===== config.mk =====
export PLATFORM = sky130hd
export DESIGN_NAME = otp_lci_top
export DESIGN_NICKNAME = d
export VERILOG_FILES = /design/src/logic/otp_lci_pkg.sv /design/src/logic/otp_lci_cnt.sv /design/src/logic/otp_lci.sv /design/src/logic/otp_macro.sv /design/src/logic/otp_lci_top.sv
export VERILOG_INCLUDE_DIRS = /design/src /design/src/logic
export SDC_FILE = /design/constraint.sdc
export NUM_CORES = 1
export LEC_CHECK = 0
export BUFFER_PORTS_ARGS = -buffer_cell sky130_fd_sc_hd__buf_2
export CAP_MARGIN = 20
export CORE_MARGIN = 1.5
export CORE_UTILIZATION = 43
export DETAILED_ROUTE_END_ITERATION = 10
export GPL_ROUTABILITY_DRIVEN = 0
export GPL_TIMING_DRIVEN = 1
export PLACE_DENSITY_LB_ADDON = 0.12
export SLEW_MARGIN = 20
export SYNTH_ARGS = -nofsm -noshare
export SYNTH_HDL_FRONTEND = slang
export SYNTH_SLANG_ARGS = --single-unit

===== constraint.sdc =====
create_clock -name clk_i -period 2.9 [get_ports clk_i]
set_input_delay 0.29 -clock clk_i [delete_from_list [all_inputs] [get_ports clk_i]]
set_output_delay 0.29 -clock clk_i [all_outputs]
set_load 0.005 [all_outputs]

===== src/logic/otp_lci_params.svh =====
`ifndef OTP_LCI_PARAMS_SVH
`define OTP_LCI_PARAMS_SVH

// Native OTP word width in bits
`define OTP_WIDTH 16

// Word address width, covers the whole 64 word array
`define OTP_ADDR_WIDTH 6

// Native words in the life cycle partition
`define LC_NUM_WORDS 4

// Word address of the first life cycle word
`define LC_OFFSET 40

// Cycles from write grant to response valid
`define OTP_WR_LATENCY 3

`endif


===== src/logic/otp_lci_pkg.sv =====
`include "otp_lci_params.svh"

package otp_lci_pkg;

  // Width of the word index within the partition
  localparam int LcCntWidth = $clog2(`LC_NUM_WORDS);

  // Plain vector types
  typedef logic [`OTP_WIDTH-1:0]               otp_word_t;
  typedef logic [`OTP_ADDR_WIDTH-1:0]          otp_addr_t;
  typedef logic [`LC_NUM_WORDS*`OTP_WIDTH-1:0] lc_data_t;
  typedef logic [LcCntWidth-1:0]               lc_cnt_t;

  // Error codes, values follow the full controller numbering
  typedef enum logic [2:0] {
    NoError              = 3'h0,
    MacroWriteBlankError = 3'h4,
    FsmStateError        = 3'h7
  } otp_err_e;

  // OTP macro command
  typedef enum logic {
    Read  = 1'b0,
    Write = 1'b1
  } otp_cmd_e;

  // Multibit escalation, anything but the off pattern escalates
  typedef logic [3:0] esc_t;
  localparam esc_t EscOff = 4'b1010;

  // Sparse interface FSM encoding
  // Minimum Hamming distance 5 between any two states
  typedef enum logic [8:0] {
    ResetSt     = 9'b000101011,
    IdleSt      = 9'b110011110,
    WriteSt     = 9'b101010001,
    WriteWaitSt = 9'b010000000,
    ErrorSt     = 9'b011111101
  } lci_state_e;

endpackage


===== src/logic/otp_lci_cnt.sv =====
`timescale 1ns/1ps

module otp_lci_cnt (
  input  logic                 clk_i,
  input  logic                 rst_ni,
  input  logic                 clr_i,
  input  logic                 incr_i,
  output otp_lci_pkg::lc_cnt_t cnt_o,
  output logic                 err_o
);

  //////////////////////////////////////////////////////////////////////
  // Redundant counter copies
  //////////////////////////////////////////////////////////////////////

  // Up copy counts words, down copy mirrors it from all ones
  otp_lci_pkg::lc_cnt_t up_q, down_q;
  otp_lci_pkg::lc_cnt_t up_d, down_d;
  otp_lci_pkg::lc_cnt_t cnt_sum;

  always_comb begin
    up_d   = up_q;
    down_d = down_q;
    // Clear wins over increment
    if (clr_i) begin
      up_d   = '0;
      down_d = '1;
    end else if (incr_i) begin
      up_d   = up_q + 1'b1;
      down_d = down_q - 1'b1;
    end
  end

  always_ff @(posedge clk_i or negedge rst_ni) begin
    if (!rst_ni) begin
      up_q   <= '0;
      down_q <= '1;
    end else begin
      up_q   <= up_d;
      down_q <= down_d;
    end
  end

  // Both copies must always add up to all ones
  // A flipped bit in either copy breaks the sum
  assign cnt_sum = up_q + down_q;
  assign err_o   = (cnt_sum != '1);

  assign cnt_o = up_q;

endmodule


===== src/logic/otp_lci.sv =====
`timescale 1ns/1ps
`include "otp_lci_params.svh"

module otp_lci (
  input  logic                   clk_i,
  input  logic                   rst_ni,
  input  logic                   lci_en_i,
  input  otp_lci_pkg::esc_t      escalate_en_i,
  // Life cycle controller side
  input  logic                   lc_req_i,
  input  otp_lci_pkg::lc_data_t  lc_data_i,
  output logic                   lc_ack_o,
  output logic                   lc_err_o,
  // Status
  output otp_lci_pkg::otp_err_e  error_o,
  output logic                   fsm_err_o,
  output logic                   lci_prog_idle_o,
  // OTP macro side
  output logic                   otp_req_o,
  output otp_lci_pkg::otp_cmd_e  otp_cmd_o,
  output otp_lci_pkg::otp_addr_t otp_addr_o,
  output otp_lci_pkg::otp_word_t otp_wdata_o,
  input  logic                   otp_gnt_i,
  input  logic                   otp_rvalid_i,
  input  otp_lci_pkg::otp_err_e  otp_err_i
);

  // Index of the final word in the partition
  localparam otp_lci_pkg::lc_cnt_t LastWord = otp_lci_pkg::lc_cnt_t'(`LC_NUM_WORDS - 1);

  otp_lci_pkg::lci_state_e state_d, state_q;
  otp_lci_pkg::otp_err_e   error_d, error_q;
  otp_lci_pkg::lc_cnt_t    cnt;
  logic                    cnt_clr, cnt_incr, cnt_err;
  logic                    escalate;

  // Partition image split into native words
  logic [`LC_NUM_WORDS-1:0][`OTP_WIDTH-1:0] data;

  assign escalate = (escalate_en_i != otp_lci_pkg::EscOff);
  assign error_o  = error_q;

  //////////////////////////////////////////////////////////////////////
  // Interface FSM
  //////////////////////////////////////////////////////////////////////

  always_comb begin
    state_d = state_q;
    error_d = error_q;

    // Counter control
    cnt_clr  = 1'b0;
    cnt_incr = 1'b0;

    // Only idle when waiting for a request
    lci_prog_idle_o = 1'b0;

    // OTP request defaults
    otp_req_o = 1'b0;
    otp_cmd_o = otp_lci_pkg::Read;

    // Life cycle response
    lc_ack_o  = 1'b0;
    lc_err_o  = 1'b0;
    fsm_err_o = 1'b0;

    unique case (state_q)
      // Hold here until the interface gets enabled
      otp_lci_pkg::ResetSt: begin
        if (lci_en_i) begin
          state_d = otp_lci_pkg::IdleSt;
        end
      end

      // Wait for a transition request
      otp_lci_pkg::IdleSt: begin
        lci_prog_idle_o = 1'b1;
        if (lc_req_i) begin
          state_d = otp_lci_pkg::WriteSt;
          cnt_clr = 1'b1;
        end
      end

      // Issue one word write, stall until granted
      otp_lci_pkg::WriteSt: begin
        otp_req_o = 1'b1;
        otp_cmd_o = otp_lci_pkg::Write;
        if (otp_gnt_i) begin
          state_d = otp_lci_pkg::WriteWaitSt;
        end
      end

      // Wait for the write response
      otp_lci_pkg::WriteWaitSt: begin
        if (otp_rvalid_i) begin
          // Latch any error but keep burning the remaining words
          if (otp_err_i != otp_lci_pkg::NoError) begin
            error_d = otp_err_i;
          end
          if (cnt == LastWord) begin
            // All words done, answer the life cycle controller
            lc_ack_o = 1'b1;
            state_d  = otp_lci_pkg::IdleSt;
            if (error_d != otp_lci_pkg::NoError) begin
              lc_err_o = 1'b1;
              state_d  = otp_lci_pkg::ErrorSt;
            end
          end else begin
            // Move on to the next word
            cnt_incr = 1'b1;
            state_d  = otp_lci_pkg::WriteSt;
          end
        end
      end

      // Terminal lock, never answers again
      otp_lci_pkg::ErrorSt: begin
        if (error_q == otp_lci_pkg::NoError) begin
          error_d = otp_lci_pkg::FsmStateError;
        end
      end

      // Glitched into an undefined encoding
      default: begin
        state_d   = otp_lci_pkg::ErrorSt;
        fsm_err_o = 1'b1;
      end
    endcase

    // Escalation or counter fault overrides everything
    if (escalate || cnt_err) begin
      state_d   = otp_lci_pkg::ErrorSt;
      fsm_err_o = 1'b1;
      // Keep an earlier error code visible
      if (error_q == otp_lci_pkg::NoError) begin
        error_d = otp_lci_pkg::FsmStateError;
      end
    end
  end

  //////////////////////////////////////////////////////////////////////
  // Word counter and write datapath
  //////////////////////////////////////////////////////////////////////

  otp_lci_cnt u_cnt (
    .clk_i  (clk_i),
    .rst_ni (rst_ni),
    .clr_i  (cnt_clr),
    .incr_i (cnt_incr),
    .cnt_o  (cnt),
    .err_o  (cnt_err)
  );

  // Partition base plus current word index
  assign otp_addr_o = otp_lci_pkg::otp_addr_t'(`LC_OFFSET) + otp_lci_pkg::otp_addr_t'(cnt);

  assign data = lc_data_i;

  // Data bus stays quiet outside a request
  assign otp_wdata_o = otp_req_o ? otp_lci_pkg::otp_word_t'(data[cnt]) : '0;

  //////////////////////////////////////////////////////////////////////
  // State and error registers
  //////////////////////////////////////////////////////////////////////

  always_ff @(posedge clk_i or negedge rst_ni) begin
    if (!rst_ni) begin
      state_q <= otp_lci_pkg::ResetSt;
      error_q <= otp_lci_pkg::NoError;
    end else begin
      state_q <= state_d;
      error_q <= error_d;
    end
  end

endmodule


===== src/logic/otp_macro.sv =====
`timescale 1ns/1ps
`include "otp_lci_params.svh"

module otp_macro (
  input  logic                   clk_i,
  input  logic                   rst_ni,
  input  logic                   otp_req_i,
  input  otp_lci_pkg::otp_cmd_e  otp_cmd_i,
  input  otp_lci_pkg::otp_addr_t otp_addr_i,
  input  otp_lci_pkg::otp_word_t otp_wdata_i,
  output logic                   otp_gnt_o,
  output logic                   otp_rvalid_o,
  output otp_lci_pkg::otp_err_e  otp_err_o,
  output otp_lci_pkg::lc_data_t  lc_state_o
);

  localparam int NumWords = 2 ** `OTP_ADDR_WIDTH;
  localparam int LatWidth = $clog2(`OTP_WR_LATENCY + 1);

  // Behavioral fuse array
  otp_lci_pkg::otp_word_t mem [NumWords];

  // Pending command
  logic                   busy_q;
  logic [LatWidth-1:0]    lat_q;
  otp_lci_pkg::otp_cmd_e  cmd_q;
  otp_lci_pkg::otp_addr_t addr_q;
  otp_lci_pkg::otp_word_t wdata_q;
  logic                   blank_fail;

  //////////////////////////////////////////////////////////////////////
  // Request handling
  //////////////////////////////////////////////////////////////////////

  // Accept only while nothing is in flight
  assign otp_gnt_o = otp_req_i && !busy_q;

  // Response on the last latency cycle
  assign otp_rvalid_o = busy_q && (lat_q == '0);

  // A zero over a programmed bit cannot be burned
  assign blank_fail = |(mem[addr_q] & ~wdata_q);

  always_comb begin
    otp_err_o = otp_lci_pkg::NoError;
    if (otp_rvalid_o && (cmd_q == otp_lci_pkg::Write) && blank_fail) begin
      otp_err_o = otp_lci_pkg::MacroWriteBlankError;
    end
  end

  always_ff @(posedge clk_i or negedge rst_ni) begin
    if (!rst_ni) begin
      busy_q <= 1'b0;
      lat_q  <= '0;
    end else if (otp_gnt_o) begin
      busy_q <= 1'b1;
      lat_q  <= LatWidth'(`OTP_WR_LATENCY - 1);
    end else if (otp_rvalid_o) begin
      busy_q <= 1'b0;
    end else if (busy_q) begin
      lat_q <= lat_q - 1'b1;
    end
  end

  // Command payload captured at grant
  always_ff @(posedge clk_i) begin
    if (otp_gnt_o) begin
      cmd_q   <= otp_cmd_i;
      addr_q  <= otp_addr_i;
      wdata_q <= otp_wdata_i;
    end
  end

  //////////////////////////////////////////////////////////////////////
  // Fuse array
  //////////////////////////////////////////////////////////////////////

  // Blank after reset, bits can only be set
  always_ff @(posedge clk_i or negedge rst_ni) begin
    if (!rst_ni) begin
      for (int i = 0; i < NumWords; i++) begin
        mem[i] <= '0;
      end
    end else if (otp_rvalid_o && (cmd_q == otp_lci_pkg::Write)) begin
      mem[addr_q] <= mem[addr_q] | wdata_q;
    end
  end

  // Life cycle partition readout, word 0 in the low bits
  always_comb begin
    for (int i = 0; i < `LC_NUM_WORDS; i++) begin
      lc_state_o[i*`OTP_WIDTH +: `OTP_WIDTH] = mem[`LC_OFFSET + i];
    end
  end

endmodule


===== src/logic/otp_lci_top.sv =====
`timescale 1ns/1ps

module otp_lci_top (
  input  logic                  clk_i,
  input  logic                  rst_ni,
  input  logic                  lci_en_i,
  input  otp_lci_pkg::esc_t     escalate_en_i,
  // Life cycle controller side
  input  logic                  lc_req_i,
  input  otp_lci_pkg::lc_data_t lc_data_i,
  output logic                  lc_ack_o,
  output logic                  lc_err_o,
  output otp_lci_pkg::lc_data_t lc_state_o,
  // Status
  output otp_lci_pkg::otp_err_e error_o,
  output logic                  fsm_err_o,
  output logic                  lci_prog_idle_o
);

  // Interface to macro wires
  logic                   otp_req;
  otp_lci_pkg::otp_cmd_e  otp_cmd;
  otp_lci_pkg::otp_addr_t otp_addr;
  otp_lci_pkg::otp_word_t otp_wdata;
  logic                   otp_gnt;
  logic                   otp_rvalid;
  otp_lci_pkg::otp_err_e  otp_err;

  otp_lci u_lci (
    .clk_i           (clk_i),
    .rst_ni          (rst_ni),
    .lci_en_i        (lci_en_i),
    .escalate_en_i   (escalate_en_i),
    .lc_req_i        (lc_req_i),
    .lc_data_i       (lc_data_i),
    .lc_ack_o        (lc_ack_o),
    .lc_err_o        (lc_err_o),
    .error_o         (error_o),
    .fsm_err_o       (fsm_err_o),
    .lci_prog_idle_o (lci_prog_idle_o),
    .otp_req_o       (otp_req),
    .otp_cmd_o       (otp_cmd),
    .otp_addr_o      (otp_addr),
    .otp_wdata_o     (otp_wdata),
    .otp_gnt_i       (otp_gnt),
    .otp_rvalid_i    (otp_rvalid),
    .otp_err_i       (otp_err)
  );

  // Behavioral macro, also feeds the partition readout
  otp_macro u_macro (
    .clk_i        (clk_i),
    .rst_ni       (rst_ni),
    .otp_req_i    (otp_req),
    .otp_cmd_i    (otp_cmd),
    .otp_addr_i   (otp_addr),
    .otp_wdata_i  (otp_wdata),
    .otp_gnt_o    (otp_gnt),
    .otp_rvalid_o (otp_rvalid),
    .otp_err_o    (otp_err),
    .lc_state_o   (lc_state_o)
  );

endmodule


==> results of run 1 <==
[per-layer routing]
metal | GRT usage (%) | up-vias | wire, microns
li1 | - | 2042 | -
met1 | 28.8 | 2068 | 5710
met2 | 36.7 | 149 | 6610
met3 | 4.93 | 11 | 865
met4 | 5.82 | 0 | 179
met5 | 0 | - | 0
[logic make-up (layout without fill, tap and decap cells)]
| group | after synthesis | in the layout | share of synthesized area (%) |
|---|---|---|---|
| simple gates | 183 | 183 | 17.1 |
| compound gates | 105 | 105 | 12.0 |
| xor+xnor | 4 | 4 | 0.676 |
| flops | 102 | 102 | 51.2 |
| mux | 50 | 50 | 15.2 |
| buf+inv | 39 | 190 | 3.12 |
| fa+ha+maj | 3 | 3 | 0.725 |
[power by group through the flow]
| stage | sequential (uW) | clock [uW] | combinational [uW] |
|---|---|---|---|
| finish | 1450 | 1150 | 90.1 |
| global route | 1450 | 1230 | 101 |
| detailed placement | 1480 | 0 | 91.6 |
| floorplan | 1480 | 0 | 20.5 |
| global placement | 1480 | 0 | 89.8 |
| CTS | 1450 | 1170 | 91.7 |
[final cells by class]
class | count | share of cell area (%)
Tap cell | 143 | 2.75
Clock inverter | 4 | 0.327
Sequential cell | 102 | 40.9
Inverter | 11 | 0.635
Timing Repair Buffer | 163 | 14.5
Clock buffer | 12 | 3.97
Multi-Input combinational cell | 345 | 37.0
[through the flow]
step	hold slack [ns]	instance area, sq um	TNS [ns]	instances	util (%)
global placement	0.480	6080	0	757	52.6
detailed placement	0.496	6080	0	757	52.6
CTS	0.172	6420	0	776	55.5
global route	0.0482	6500	-0.0135	780	56.2
floorplan	-0.00559	5180	0	486	-
finish	-0.0224	6500	0	780	56.2
[registers in the layout (all words and copies together), names as in the netlist]
name	count
u_lci.error_o	3
u_lci.state_q	9
u_lci.u_cnt.cnt_o	2
u_lci.u_cnt.down_q	2
u_macro.addr_q	2
u_macro.busy_q	1
u_macro.cmd_q	1
u_macro.lat_q	2
u_macro.lc_state_o	64
u_macro.wdata_q	16
[final timing paths]
| path | start | end | slack (ns) | cells after the start |
|---|---|---|---|---|
| min in group clk_i | lc_req_i | u_lci.u_cnt.down_q[0] | 0.23 | 3 |
| worst max register to register | u_macro.lat_q[0] | u_lci.state_q[7] | 0.31 | 9 |
| max in group asynchronous | rst_ni | u_macro.lc_state_o[23] | 2.41 | 1 |
| worst min-delay path | rst_ni | u_macro.lc_state_o[20] | -0.02 | 1 |
| worst min register to register | u_macro.lc_state_o[26] | u_macro.lc_state_o[26] | 0.51 | 2 |
| worst max-delay path | u_macro.addr_q[0] | lc_err_o | 0.12 | 7 |
[worst register-to-register path: stages (launching register included)]
cell and delay, ns:
dfrtp_1 0.39, inv_1 0.08, ha_1 0.29, nand2_1 0.14
and3_1 0.20, o21ai_0 0.16, nand3_1 0.18, a211oi_1 0.57
nand3_1 0.23, o22a_1 0.22
[cells in the mapped netlist (all sizes together), types with 5 or more instances]
| master | n |
|---|---|
| nor3b | 6 |
| nand2b | 8 |
| edfxtp | 19 |
| nor2 | 58 |
| inv | 11 |
| mux4 | 22 |
| dfrtp | 77 |
| o21ai | 39 |
| and2 | 17 |
| nand3 | 11 |
| nor3 | 13 |
| mux2i | 27 |
| or3 | 5 |
| dfstp | 6 |
| a21oi | 45 |
| buf | 9 |
| clkbuf | 19 |
| nand2 | 48 |
[what timing repair did]
item,CTS,global route
gates resized for setup,3,7
pin swaps,3,5
endpoints found under the setup margin,1,1
buffers inserted,2,3
cloned,1,1
==> out/metrics.yaml, run 1 <==
status: "finished, violations left"
violations: "negative hold slack"
clock_path_buffers: 2
synth_cell_types: 51
ios: 143
grt_pass1_wl_mm: 21.7
path_cells: "buf_12 -> mux4_2 -> a2111oi_4 -> nand3_2 -> o21ai_4 -> a21boi_0 -> buf_2"
totalPowerFinal_uw: 2700
core_sq_um: 11600
final_cell_mix: "141 x buf_2, 77 x dfrtp_1, 56 x nor2_1, 48 x nand2_1, 45 x a21oi_1"
ys.flop_type: "dfrtp_1"
p_seq_share_pct: 53.9
cp-start-kind: "register"
end_kind: "primary output"
cts_sinks: 102
relSlewSlack_pct: 49.8
synthArstFlopShare_pct: 81.4
routed_wl_mm: 13.4
tightest_slew_ns: 0.752
p_per_area_nw_per_um2: 415
syn2layout_area_growth_pct: 25.4
post-place-ws_ns: 0.138
comb_power_share_pct: 3.3
intPower_uw: 2140
drv_cap: 0
drt-initial-drc-count: 190
seq_area_sq_um: 2660
crit_required_ns: 2.61
switching_share_pct: 20.8
path_class: "register to primary output"
drive_gt1_share_pct: 33.9
multi_input_area_sq_um: 2400
synth-edff-count: 19
hold_buffers: 0
grt_pass1_vias: 4217
synth_nets: 561
synth-seq-area-share_pct: 51.2
cpPeakStageDelay_ns: 0.55
cts_tree: "yes"
ir_drop_mv: 0.247
die_x_microns: 113
switching_power_uw: 562
grt_use_total_pct: 21.8
drt_pass1_iterations: 4
clkLatencyLatePin_ns: 0.35
yosysTopAreaCell: "dfrtp_1"
io_buffers: 142
crit_slowest_cell: "mux4_2"
hold_ws_ns: -0.0224
hp-class: "input pin to asynchronous set/reset pin"
syn-cell-area_sq_um: 5180
synth_area_leaders: "dfrtp_1 37%, edfxtp_1 11%, mux4_2 8.3%, mux2i_1 5.2%, a21oi_1 4.3%"
p_leak_uw: 0.00300
vias: 4270
grt.overflow.total: 0
post-route-min-period_ns: 2.78
fin_nets: 707
drv_slew: 0
h-tree-depth: 3
worstPathArrival_ns: 2.49
setup_viol: 0
antenna_found_initial: 0
dieArea_sq_um: 12700
synthCells: 486
initial_core_util_pct: 44.8
grt_start_max_net_pins: 84
path_delay_family: "compound AO/OA/AOI/OAI gates"
synth_warnings: 0
clkPwrFrac_pct: 42.8
route.detailed.drc: 0
crit_fanout: 11
diodes: 0
antenna_left: 0
cts_buffers: 9
crit_buf_inv: 2
final-hold-violation-count: 16
root_buffer: "clkbuf_16"
yosysTopAreaCellShare_pct: 37.2
die_y_microns: 113
fmax_mhz: 359
viasPerCell: 5.47
num_rows: 39
syn_area_per_cell_sq_um: 10.7
final.period_utilization_pct: 95.9
clk_pin_slew_ns: 0.07
final_common_cell: "buf_2"
nFillCells: 1039
wl_per_cell_microns: 17.1
finalClockSkew_ns: 0.00842
dp_hpwl_mm: 9.72
ys_ff_latch: 102
fin_ws_ns: 0.118
(Power assumes the default switching activity.)
==> run 2: changes to the inputs <==
--- a/config.mk
+++ b/config.mk
@@ -6,6 +6,7 @@
 export SDC_FILE = /design/constraint.sdc
 export NUM_CORES = 1
 export LEC_CHECK = 0
+export ABC_AREA = 1
 export BUFFER_PORTS_ARGS = -buffer_cell sky130_fd_sc_hd__buf_2
 export CAP_MARGIN = 20
 export CORE_MARGIN = 1.5
==> out/metrics.yaml, run 2 <==
finalClockSkew_ns: 0.00511  # -0.00331 ns
drive_gt1_share_pct: 27.1  # -6.8 points
synth_nets: 768  # +37%
ir_drop_mv: 0.263  # +6.7%
worstPathArrival_ns: 2.37  # -0.12 ns
grt_pass1_wl_mm: 23.0  # +6.1%
path_cells: "buf_12 -> inv_2 -> nand2_2 -> nor2_1 -> nor2_1 -> nand2_1 -> nand2_1 -> nand2_1 -> nor2_1 -> nand2_1 -> o21ai_2 -> nand2_1 -> nand2_1 -> nor2_1 -> buf_2"
io_buffers: 142  # unchanged
diodes: 0  # unchanged
ys.flop_type: "dfrtp_1"
drt_pass1_iterations: 5  # +1
final_common_cell: "nand2_1"
drt-initial-drc-count: 334  # +76%
antenna_found_initial: 0  # unchanged
fmax_mhz: 376  # +4.5%
synth_area_leaders: "dfrtp_1 35%, nand2_1 13%, edfxtp_1 10%, mux2_2 8.6%, nor2_1 7.1%"
synthArstFlopShare_pct: 81.4  # unchanged
syn2layout_area_growth_pct: 21.8
hold_ws_ns: -0.0208  # +0.00165 ns
route.detailed.drc: 0  # unchanged
relSlewSlack_pct: 49.2  # -0.60 points
synth_warnings: 0  # unchanged
synth_top_cells_by_count: "192 x nand2_1, 104 x nor2_1, 77 x dfrtp_1"
clkLatencyLatePin_ns: 0.34  # about the same
grt_pass1_vias: 4724  # +12%
rsz0062_at_grt: "false"
fin_ws_ns: 0.237  # +0.120 ns
yosysTopAreaCellShare_pct: 34.9  # -2.3 points
core_sq_um: 12600  # +8.7%
grt.overflow.total: 0  # unchanged
final-hold-violation-count: 8  # -8
h-tree-depth: 3  # unchanged
wl_per_cell_microns: 14.2  # -17%
post-route-min-period_ns: 2.66  # -0.120 ns
initial_core_util_pct: 43.9  # -0.87 points
synth_cell_types: 34  # -33%
end_kind: "primary output"
die_x_microns: 116  # +3.1%
post-place-ws_ns: 0.540  # +0.402 ns
yosysTopAreaCell: "dfrtp_1"
cp-start-kind: "register"
crit_slowest_cell: "edfxtp_1"
worst_path_most_repeated_cell: "nand2_1"
largest_register_ffs: 64  # unchanged
p_leak_uw: 0.00355  # +18%
synthCells: 693  # +43%
clk_pin_slew_ns: 0.07  # about the same
fin_nets: 908  # +28%
violations: "negative hold slack"
final_cell_mix: "191 x nand2_1, 141 x buf_2, 104 x nor2_1, 77 x dfrtp_1, 69 x inv_1"
synth-edff-count: 19  # unchanged
dp_hpwl_mm: 10.5  # +8.0%
root_buffer: "clkbuf_16"
totalPowerFinal_uw: 2700  # about the same
final.period_utilization_pct: 91.8  # -4.1 points
crit_fanout: 24  # +13
cts_sinks: 102  # unchanged
syn_area_per_cell_sq_um: 7.97  # -25%
grt_start_max_net_pins: 84  # unchanged
crit_required_ns: 2.61  # about the same
drv_cap: 0  # unchanged
cpPeakStageDelay_ns: 0.39  # -0.16 ns
ios: 143  # unchanged
vias: 4975  # +17%
drv_slew: 0  # unchanged
viasPerCell: 4.93  # -10%
num_rows: 41  # +5.1%
routed_wl_mm: 14.3  # +7.3%
nFillCells: 1188  # +14%
antenna_left: 0  # unchanged
status: "finished, violations left"
dieArea_sq_um: 13500  # +6.4%
clock_path_buffers: 2  # unchanged
ys_ff_latch: 102  # unchanged
hp-class: "input pin to asynchronous set/reset pin"
cts_buffers: 9  # unchanged
grt_use_total_pct: 22.0  # +0.15 points
yosysMostFrequentCell: "nand2_1"
syn-cell-area_sq_um: 5520  # +6.6%
tns_ns: 0  # unchanged
hold_buffers: 0  # unchanged
setup_viol: 0  # unchanged
synth-seq-area-share_pct: 48.1  # -3.2 points
p_per_area_nw_per_um2: 402  # -3.3%
die_y_microns: 116  # +3.1%
cts_tree: "yes"
tightest_slew_ns: 0.761  # +0.00897 ns
path_class: "register to primary output"
-- run 2: cell types whose count changed after synthesis, sizes merged, moves of 6 or more --
cell,delta
inv,+59
o21ai,+43
a21oi,-24
nor2,+47
mux2i,-27
mux4,-22
nor3,-8
nand3,+13
nand2b,-8
mux2,+41
nor3b,-6
and2,-16
nand2,+145
-- run 2: report_power, final --
part	switching [uW]	total (uW)	internal (uW)	leakage, uW
Clock	515	1170	656	0.000141
Sequential	0	1450	1450	0.00129
Combinational	39.3	76.3	36.9	0.00212
Total	554	2700	2150	0.00355
-- run 2: layer usage --
| metal | global-route usage [%] | up-vias | wire length, microns |
|---|---|---|---|
| met5 | 0 | - | 0 |
| met4 | 7.97 | 0 | 266 |
| met3 | 2.96 | 23 | 888 |
| met2 | 34.2 | 197 | 6420 |
| met1 | 31.6 | 2246 | 6760 |
| li1 | - | 2509 | - |
-- run 2: kinds of logic after synthesis --
kind of cell,count (synthesis),share of synthesized area (%)
flip-flops,102,48.1
adder cells (fa/ha/maj),3,0.680
buffers and inverters,98,7.66
AND/OR/NAND/NOR,342,25.2
AO/OA/AOI/OAI,105,9.68
XOR/XNOR,1,0.159
multiplexers,42,8.57
-- run 2: final timing paths --
| path | start | end | slack [ns] | depth (start not counted) |
|---|---|---|---|---|
| setup / recovery | u_macro.addr_q[0] | lc_err_o | 0.24 | 15 |
| hold / removal | rst_ni | u_macro.lc_state_o[31] | -0.02 | 1 |
| min in group clk_i | lc_data_i[58] | u_macro.wdata_q[10] | 0.32 | 3 |
| hold reg to reg | u_lci.u_cnt.down_q[0] | u_lci.u_cnt.down_q[0] | 0.49 | 2 |
| max in group asynchronous | rst_ni | u_lci.u_cnt.cnt_o[1] | 2.39 | 1 |
| setup reg to reg | u_macro.lat_q[0] | u_macro.lc_state_o[7] | 0.70 | 8 |
-- run 2: final cells by class --
class	instances	area, sq um	area share (%)
clock inverter	3	17.5	0.261
clock buffer	13	272	4.04
timing repair buffer	156	852	12.7
sequential	102	2660	39.5
multi-input combinational	493	2450	36.4
inverter	71	267	3.96
tap	172	215	3.20
-- run 2: timing repair --
| item | in CTS | in global routing |
|---|---|---|
| resized for setup | 0 | 1 |
| endpoints found under the setup margin | 0 | 1 |
| setup buffers | 0 | 1 |
| hold endpoints to repair | 0 | 0 |
-- run 2: stage by stage --
| stage | util, % | instance area, sq um | hold WS (ns) | instances |
|---|---|---|---|---|
| 3_3_place_gp | 50.9 | 6400 | 0.477 | 992 |
| 3_5_place_dp | 50.9 | 6400 | 0.486 | 992 |
| 2_1_floorplan | - | 5520 | -0.00559 | 693 |
| 4_1_cts | 53.2 | 6690 | 0.172 | 1008 |
| 6_report | 53.5 | 6720 | -0.0208 | 1010 |
| 5_1_grt | 53.5 | 6720 | 0.0462 | 1010 |
-- run 2: worst max-delay path: cells and delay by family (launching register included) --
| family | cells | cell delay [ns] |
|---|---|---|
| AOI/OAI and AO/OA | 1 | 0.18 |
| buffers and inverters | 3 | 0.47 |
| DFF | 1 | 0.39 |
| and+or+nand+nor | 11 | 0.98 |
